<file path="src/include/accum_config.svh">
`ifndef ACCUM_CONFIG_SVH
`define ACCUM_CONFIG_SVH

// binary32 field widths
`define FP_EXP_W 8
`define FP_MAN_W 23
`define FP_BIAS 127

// Exact sum of any binary32 group
// 24-bit significand shifted by up to 253, plus carry headroom and sign
`define ACC_W 279

// Wide enough to hold ACC_W itself
`define LZC_W 9

`endif

</file>
<file path="src/verilog/fp_types_pkg.sv">
`default_nettype none

`include "accum_config.svh"

package fp_types_pkg;

   // Raw binary32 word as it travels on the stream
   typedef logic [31:0] fp32_t;

   typedef logic [`FP_EXP_W-1:0] fp_exp_t;
   typedef logic [`FP_MAN_W-1:0] fp_man_t;

   // Stored mantissa with the hidden bit in front
   typedef logic [`FP_MAN_W:0] fp_sig_t;

   // Field view of a binary32 word
   typedef struct packed {
      logic    sign;
      fp_exp_t exp;
      fp_man_t man;
   } fp_fields_t;

   localparam fp_exp_t FP_EXP_MAX = '1;

endpackage

`default_nettype wire

</file>
<file path="src/verilog/accum_pkg.sv">
`default_nettype none

`include "accum_config.svh"

package accum_pkg;

   import fp_types_pkg::*;

   // Fixed point, one LSB is 2^-149
   typedef logic signed [`ACC_W-1:0] acc_t;

   // Magnitude of a sum, same scale
   typedef logic [`ACC_W-1:0] acc_mag_t;

   typedef logic [`LZC_W-1:0] lzc_t;

   // Input stream beat
   typedef struct packed {
      fp32_t value;
      logic  last;
   } in_beat_t;

   // Decoded term on its way to the accumulator
   typedef struct packed {
      acc_t value;
      logic last;
   } fix_beat_t;

   // Finished group total
   typedef struct packed {
      acc_t value;
   } sum_beat_t;

   // Accumulator group control
   typedef enum logic {
      ACC_START,
      ACC_RUN
   } acc_state_e;

endpackage

`default_nettype wire

</file>
<file path="src/verilog/leading_zero_count.sv">
`timescale 1ns/1ps
`default_nettype none

module leading_zero_count #(
   parameter int WIDTH   = 279,
   parameter int COUNT_W = 9
) (
   input  wire  [WIDTH-1:0]   vec,
   output logic [COUNT_W-1:0] count
);

   // Scan upward, the highest set bit wins
   always_comb begin
      count = COUNT_W'(WIDTH);
      for (int i = 0; i < WIDTH; i++) begin
         if (vec[i]) begin
            count = COUNT_W'(WIDTH - 1 - i);
         end
      end
   end

endmodule

`default_nettype wire

</file>
<file path="src/verilog/float_decode.sv">
`timescale 1ns/1ps
`default_nettype none

`include "accum_config.svh"

module float_decode
   import fp_types_pkg::*, accum_pkg::*;
(
   input  wire       clk,
   input  wire       rst,
   input  in_beat_t  in_beat,
   input  wire       in_valid,
   output logic      in_ready,
   output fix_beat_t fix_beat,
   output logic      fix_valid,
   input  wire       fix_ready
);

   fp_fields_t fields;
   fp_sig_t    sig;
   fp_exp_t    shift;
   acc_t       mag;
   acc_t       fixed;
   logic       take;

   assign fields = fp_fields_t'(in_beat.value);

   // Hidden bit only for normal numbers
   assign sig = {(fields.exp != '0), fields.man};

   // Subnormals share the scale of exponent 1
   assign shift = (fields.exp == '0) ? '0 : fields.exp - 1'b1;

   assign mag = acc_t'(sig) << shift;
   assign fixed = fields.sign ? -mag : mag;

   assign in_ready = !fix_valid || fix_ready;
   assign take = in_valid && in_ready;

   always_ff @(posedge clk or posedge rst) begin
      if (rst) begin
         fix_valid <= 1'b0;
      end else if (take) begin
         fix_valid <= 1'b1;
      end else if (fix_ready) begin
         fix_valid <= 1'b0;
      end
   end

   always_ff @(posedge clk) begin
      if (take) begin
         fix_beat.value <= fixed;
         fix_beat.last <= in_beat.last;
      end
   end

   // Inf and NaN have no fixed-point form
   a_no_inf_nan: assert property (
      @(posedge clk) disable iff (rst)
      take |-> (fields.exp != FP_EXP_MAX)
   ) else $error("float_decode: infinity or NaN word accepted");

endmodule

`default_nettype wire

</file>
<file path="src/verilog/fixed_accumulate.sv">
`timescale 1ns/1ps
`default_nettype none

`include "accum_config.svh"

module fixed_accumulate
   import accum_pkg::*;
(
   input  wire       clk,
   input  wire       rst,
   input  fix_beat_t fix_beat,
   input  wire       fix_valid,
   output logic      fix_ready,
   output sum_beat_t sum_beat,
   output logic      sum_valid,
   input  wire       sum_ready
);

   acc_state_e state;
   acc_t       sum_q;
   acc_t       add_sum;
   acc_t       next_sum;
   logic       take;
   logic       add_ovf;

   // Stall only while a finished total waits downstream
   assign fix_ready = !sum_valid || sum_ready;
   assign take = fix_valid && fix_ready;

   assign add_sum = sum_q + fix_beat.value;

   // First beat of a group replaces the old total
   assign next_sum = (state == ACC_START) ? fix_beat.value : add_sum;

   // Same-sign operands giving an opposite-sign result
   assign add_ovf = (sum_q[`ACC_W-1] == fix_beat.value[`ACC_W-1]) &&
                    (add_sum[`ACC_W-1] != sum_q[`ACC_W-1]);

   always_ff @(posedge clk or posedge rst) begin
      if (rst) begin
         state <= ACC_START;
      end else if (take) begin
         state <= fix_beat.last ? ACC_START : ACC_RUN;
      end
   end

   always_ff @(posedge clk) begin
      if (take) begin
         sum_q <= next_sum;
      end
   end

   always_ff @(posedge clk or posedge rst) begin
      if (rst) begin
         sum_valid <= 1'b0;
      end else if (take && fix_beat.last) begin
         sum_valid <= 1'b1;
      end else if (sum_ready) begin
         sum_valid <= 1'b0;
      end
   end

   // Total including the closing beat
   always_ff @(posedge clk) begin
      if (take && fix_beat.last) begin
         sum_beat.value <= next_sum;
      end
   end

   a_no_wrap: assert property (
      @(posedge clk) disable iff (rst)
      (take && state == ACC_RUN) |-> !add_ovf
   ) else $error("fixed_accumulate: running sum wrapped past the sign bit");

endmodule

`default_nettype wire

</file>
<file path="src/verilog/float_result.sv">
`timescale 1ns/1ps
`default_nettype none

`include "accum_config.svh"

module float_result
   import fp_types_pkg::*, accum_pkg::*;
(
   input  wire       clk,
   input  wire       rst,
   input  sum_beat_t sum_beat,
   input  wire       sum_valid,
   output logic      sum_ready,
   output fp32_t     out_value,
   output logic      out_valid,
   input  wire       out_ready
);

   // Biased exponent is p minus this
   localparam int EXP_OFFSET = `FP_MAN_W - 1;
   localparam int EXP_NORM_MAX = (1 << `FP_EXP_W) - 2;
   localparam lzc_t TOP_POS = lzc_t'(`ACC_W - 1);

   logic       in_sign;
   acc_mag_t   in_mag;
   lzc_t       in_lzc;
   logic       sum_take;

   logic       s1_valid;
   logic       s1_sign;
   acc_mag_t   s1_mag;
   lzc_t       s1_lzc;
   logic       s2_ready;
   logic       s2_take;

   lzc_t       p;
   acc_mag_t   norm;
   fp_fields_t res;

   assign in_sign = sum_beat.value[`ACC_W-1];
   assign in_mag = in_sign ? acc_mag_t'(-sum_beat.value) : acc_mag_t'(sum_beat.value);

   leading_zero_count #(
      .WIDTH   (`ACC_W),
      .COUNT_W (`LZC_W)
   ) u_lzc (
      .vec   (in_mag),
      .count (in_lzc)
   );

   assign s2_ready = !out_valid || out_ready;
   assign sum_ready = !s1_valid || s2_ready;
   assign sum_take = sum_valid && sum_ready;
   assign s2_take = s1_valid && s2_ready;

   always_ff @(posedge clk or posedge rst) begin
      if (rst) begin
         s1_valid <= 1'b0;
      end else if (sum_take) begin
         s1_valid <= 1'b1;
      end else if (s2_ready) begin
         s1_valid <= 1'b0;
      end
   end

   always_ff @(posedge clk) begin
      if (sum_take) begin
         s1_sign <= in_sign;
         s1_mag <= in_mag;
         s1_lzc <= in_lzc;
      end
   end

   assign p = TOP_POS - s1_lzc;

   // Top bit moved to the MSB, mantissa sits right below it
   assign norm = s1_mag << s1_lzc;

   always_comb begin
      res.sign = s1_sign;
      res.exp = fp_exp_t'(p - lzc_t'(EXP_OFFSET));
      res.man = norm[`ACC_W-2 -: `FP_MAN_W];
      if (s1_lzc == lzc_t'(`ACC_W)) begin
         res = '0;
      end else if (p < lzc_t'(`FP_MAN_W)) begin
         res.exp = '0;
         res.man = s1_mag[`FP_MAN_W-1:0];
      end else if ((p - lzc_t'(EXP_OFFSET)) > lzc_t'(EXP_NORM_MAX)) begin
         // Saturate to signed infinity
         res.exp = FP_EXP_MAX;
         res.man = '0;
      end
   end

   always_ff @(posedge clk or posedge rst) begin
      if (rst) begin
         out_valid <= 1'b0;
      end else if (s2_take) begin
         out_valid <= 1'b1;
      end else if (out_ready) begin
         out_valid <= 1'b0;
      end
   end

   always_ff @(posedge clk) begin
      if (s2_take) begin
         out_value <= fp32_t'(res);
      end
   end

endmodule

`default_nettype wire

</file>
<file path="src/verilog/float_accum_top.sv">
`timescale 1ns/1ps
`default_nettype none

`include "accum_config.svh"

module float_accum_top
   import fp_types_pkg::*, accum_pkg::*;
(
   input  wire      clk,
   input  wire      rst,
   input  in_beat_t in_beat,
   input  wire      in_valid,
   output logic     in_ready,
   output fp32_t    out_value,
   output logic     out_valid,
   input  wire      out_ready
);

   fix_beat_t fix_beat;
   logic      fix_valid;
   logic      fix_ready;

   sum_beat_t sum_beat;
   logic      sum_valid;
   logic      sum_ready;

   float_decode u_decode (
      .clk       (clk),
      .rst       (rst),
      .in_beat   (in_beat),
      .in_valid  (in_valid),
      .in_ready  (in_ready),
      .fix_beat  (fix_beat),
      .fix_valid (fix_valid),
      .fix_ready (fix_ready)
   );

   fixed_accumulate u_accumulate (
      .clk       (clk),
      .rst       (rst),
      .fix_beat  (fix_beat),
      .fix_valid (fix_valid),
      .fix_ready (fix_ready),
      .sum_beat  (sum_beat),
      .sum_valid (sum_valid),
      .sum_ready (sum_ready)
   );

   float_result u_result (
      .clk       (clk),
      .rst       (rst),
      .sum_beat  (sum_beat),
      .sum_valid (sum_valid),
      .sum_ready (sum_ready),
      .out_value (out_value),
      .out_valid (out_valid),
      .out_ready (out_ready)
   );

endmodule

`default_nettype wire

</file>
<file path="config.mk">
export PLATFORM = sky130hd
export DESIGN_NAME = float_accum_top
export DESIGN_NICKNAME = d
export VERILOG_FILES = /design/src/verilog/fp_types_pkg.sv /design/src/verilog/accum_pkg.sv /design/src/verilog/leading_zero_count.sv /design/src/verilog/float_decode.sv /design/src/verilog/fixed_accumulate.sv /design/src/verilog/float_result.sv /design/src/verilog/float_accum_top.sv
export VERILOG_INCLUDE_DIRS = /design/src /design/src/include
export SDC_FILE = /design/constraint.sdc
export NUM_CORES = 2
export LEC_CHECK = 0
export ABC_AREA = 1
export BUFFER_PORTS_ARGS = -buffer_cell sky130_fd_sc_hd__clkbuf_2
export CELL_PAD_IN_SITES_DETAIL_PLACEMENT = 1
export CELL_PAD_IN_SITES_GLOBAL_PLACEMENT = 2
export CORE_UTILIZATION = 30
export DETAILED_ROUTE_END_ITERATION = 8
export PLACE_DENSITY = 0.73
export SYNTH_ARGS = -nofsm -noshare
export SYNTH_HDL_FRONTEND = slang
export SYNTH_SLANG_ARGS = --single-unit
</file>
<file path="constraint.sdc">
create_clock -name clk -period 30.7 [get_ports clk]
set_input_delay 6.14 -clock clk [delete_from_list [all_inputs] [get_ports clk]]
set_output_delay 6.14 -clock clk [all_outputs]
set_load 0.01 [all_outputs]
</file>
==> run_results.csv <==
group,metric,value,unit
status,run_status,"complete, but fails checks",
status,violations,"max-capacitance violations, max-slew violations",
pwr,power.switching,0.003844,W
sta,timing.final.setup_violations,0,
yosys,netlist_instances,14080,
job,max_cap_violations,1,
setup_path,worst-r2r-cell-count,239,
setup_path,critical_path.max_stage_delay,860,ps
cts,clkTransAtPathRegs,60,ps
placed_design,place_area,0.1050,mm²
setup_path,crit-reg2reg-capture,"u_result.s1_lzc[0]",
sta,finalCritPeriodShare,54.31,%
sta,worst_pin_slew,1508,ps
finish,design_area,0.1101,mm²
finish,layout.nets,14280,
yosys,netlist.area_leader.share,34.87,%
floorplan,die_height,578.6,µm
sta,holdWs,511.3,ps
yosys,ys_dominant_reg_cell,"edfxtp_1",
grt,grt_first_pass_wirelength,683900,µm
cts,clockBufferDepth,4,
yosys,post_synth_num_cell_types,62,
grt,grt_start_max_net_pins,202,
setup_path,critPathArrivalTime,17250,ps
cts,cts_made_buffers,149,
cts,h-tree-depth,4,
worst_hold_path,min-delay-path-class,"reg -> reg",
cts,cts_setup_buffers,0,
placed_design,dpl.hpwl,400800,µm
pwr,power_frac_comb,47.5,%
yosys,synth.top_cells.by_area,"edfxtp_1 (35%), nand2_1 (11%), inv_1 (8.6%), nor2_1 (7.1%), o21ai_0 (6.3%)",
cts,clock-root-buffer,"clkbuf_16",
sta,clock-skew-final,65.14,ps
yosys,post_synth.cell_area_avg,7.085,µm²
setup_path,timing.reg2reg.setup_slack,14690,ps
cts,cts.sinks,1163,
yosys,mappedNetlistNets,14400,
setup_path,worstSetupPathType,"in -> reg",
route,avgRoutedWirePerCell,26.08,µm
pwr,leakage_dissipation,46.40,nW
floorplan,overall_die_area,0.3348,mm²
grt,grt_overflow_total,0,
setup_path,worstSetupEndpoint,"u_decode.fix_beat[240]",
placed_design,numPlacedInstances,18170,
sta,timing.final.crit_period,16670,ps
yosys,synth-edff-count,1158,
pwr,cellInternalPower,0.004447,W
route,detail_route.first_pass.iterations,6,
finish,layout-drive-gt1-share,3.881,%
floorplan,initial_standard_cell_utilization_of_the_core,30.17,%
floorplan,io_pins,71,
route,totalWireLength,481000,µm
floorplan,die_w,578.6,µm
placed_design,portBuffers,70,
pwr,power.share.sequential,29.8,%
finish,final-instance-count-excl-fill,18440,
grt,global_route.usage.total,27.91,%
yosys,synth-seq-area-share,34.99,%
route,average_vias_per_placed_instance,5.299,
grt,number_of_antenna_violations_at_the_first_check_in_global_routing,43,
cts,clock_tree_from_tritoncts,"done",
sta,setup_tns,0,ps
setup_path,timing.critical_path.from,"in_beat[24]",
setup_path,critical_path_peak_fanout,37,
placed_design,place_congestion,0.9981,
finish,syn2layout_area_growth,10.44,%
setup_path,crit_required,31280,ps
sta,fmax,59.97,MHz
route,first_iter_violations,9044,
yosys,synth_top_cell_by_area,"edfxtp_1",
route,vias,97710,
pwr,totalPowerFinal,0.008290,W
cts,clkLatencyLatePin,850,ps
setup_path,critPathSlowestCell,"clkinv_1",
pwr,part_of_the_power_in_the_clock_network,22.8,%
grt,via_count_of_the_first_global_routing_pass,96590,
sta,slew_headroom,-1.617,%
route,route.antenna.remaining_nets,0,
route,drcViolationCount,0,
floorplan,std_cell_core_area,0.3305,mm²
yosys,synth_seq_cells,1163,
pwr,vdd_ir_drop_max,0.04278,mV
sta,finalHoldViolCount,0,
yosys,syn-cell-area,0.09974,mm²
floorplan,site_rows,211,
sta,timing_max_transition_violations_final,3,
pwr,power_switching_share,46.36,%
yosys,yosysWarningCount,0,
setup_path,worst_r2r_startpoint,"u_accumulate.sum_beat[0]",
cts,post_cts_resize_count,0,
pwr,power_density,75.27,mW/mm²
cts,cts_hold_buf,0,
setup_path,timing.critical_path.to_type,"flop",
sta,rsz0062_at_grt,"false",
setup_path,cp_launch_type,"input pin",
yosys,ys_async_sr_fraction,0.4299,%
## cells in the mapped netlist (all sizes together) (34+ instances only)
cell        n
nand2    3030
inv      2290
nor2     1880
o21ai    1257
edfxtp   1158
a21oi     705
xor2      494
mux2i     464
clkbuf    385
xnor2     337
nand3     328
ha        286
nor4      244
a31oi     234
nor3      201
nand4     144
o211ai    109
buf       104
o31ai      64
or2        55
o21a       44
o221ai     41
o2111ai    34
## state kept, by name, summed over array words and instances, names as in the netlist
signal and cells:
u_result.out_valid 1, u_result.s1_mag 278, u_decode.fix_valid 1, u_accumulate.state 1, u_accumulate.sum_beat 279, u_result.s1_lzc 9, u_decode.fix_beat 280, u_result.s1_sign 1
u_result.out_value 32, u_accumulate.sum_q 279, u_result.s1_valid 1, u_accumulate.sum_valid 1
## worst min-delay path by stage
| stage | start | endpoint | slack (ps) | cells past startpoint |
|---|---|---|---|---|
| CTS | u_accumulate.sum_valid | u_result.s1_valid | 510 | 2 |
| floorplan | u_result.s1_valid | u_result.out_valid | 430 | 2 |
| global placement | u_accumulate.sum_valid | u_result.s1_valid | 460 | 2 |
| detailed placement | u_accumulate.sum_valid | u_result.s1_valid | 500 | 2 |
| finish | u_accumulate.sum_valid | u_result.s1_valid | 510 | 2 |
| global route | u_accumulate.sum_valid | u_result.s1_valid | 520 | 2 |
## layer usage
metal / part of all wire, % / track usage [%] / vias up / wire, µm
li1: - / - / 46360 / -
met1: 47 / 40.10 / 47570 / 225800
met2: 42 / 42.26 / 3099 / 203200
met3: 6.2 / 3.036 / 685 / 29700
met4: 4.6 / 11.67 / 2 / 22310
met5: 0.0027 / 0 / - / 13
## power by group through the flow
stage | sequential (W) | combinational (W) | clock (W)
floorplan | 0.00238 | 0.00241 | 0
global placement | 0.00248 | 0.00381 | 0
detailed placement | 0.00248 | 0.00382 | 0
CTS | 0.00246 | 0.00384 | 0.00193
global route | 0.00249 | 0.00425 | 0.00197
finish | 0.00247 | 0.00393 | 0.00189
## area by class of cell
type | instances | area [µm²]
Antenna cell | 5 | 12.51
Clock buffer | 168 | 3810
Clock inverter | 101 | 1315
Fill cell | 41150 | 220400
Inverter | 2298 | 8680
Multi-Input combinational cell | 10130 | 54440
Sequential cell | 1163 | 34900
Tap cell | 4366 | 5463
Timing Repair Buffer | 212 | 1531
## worst max-delay path: cells and delay by family
kind / cells / cell delay [ps]
xor gates and xnor gates: 1 / 80
adders and majority gates: 1 / 210
AOI/OAI and AO/OA: 6 / 1390
buffers and inverters: 14 / 2360
and+or+nand+nor: 33 / 7020
## cells in the final DEF, fill, tap and decap left out, types with 24 or more instances in the layout
cell / Yosys / layout
bufinv_16: 0 / 24
inv_1: 2274 / 2267
xor2_1: 494 / 494
nor2_1: 1877 / 1870
clkbuf_2: 0 / 69
edfxtp_1: 1158 / 1158
o311ai_0: 24 / 24
nand2_1: 3029 / 3028
clkinv_2: 0 / 24
or2_2: 53 / 53
xnor2_1: 337 / 337
o21ai_0: 1251 / 1245
o221ai_1: 41 / 41
nand3_1: 325 / 325
buf_4: 0 / 134
o2111ai_1: 34 / 34
o21a_1: 44 / 44
o31ai_1: 64 / 64
a31oi_1: 234 / 234
o211ai_1: 109 / 109
nand4_1: 144 / 144
a21oi_1: 704 / 704
clkbuf_16: 0 / 149
mux2i_1: 464 / 464
ha_1: 286 / 286
o22ai_1: 33 / 33
nor4_1: 244 / 242
nor3_1: 200 / 199
## cells by family (layout without fill, tap and decap cells)
group	Yosys count	count (layout)	synth area share, %
flops	1163	1163	34.99
compound gates	2636	2636	14.79
buf+inv	2787	2779	10.49
simple gates	5910	5910	24.16
mux	464	464	4.657
xor+xnor	831	831	7.298
fa+ha+maj	287	287	3.608
other cells	0	5	0
## stage by stage
stage	util (%)	setup WS (ps)
2_1_floorplan	-	11560
3_3_place_gp	31.77	13470
3_5_place_dp	31.77	13250
4_1_cts	33.32	14100
5_1_grt	33.32	11380
6_report	33.32	14030
Note: power is estimated with default switching activity, not from simulation.
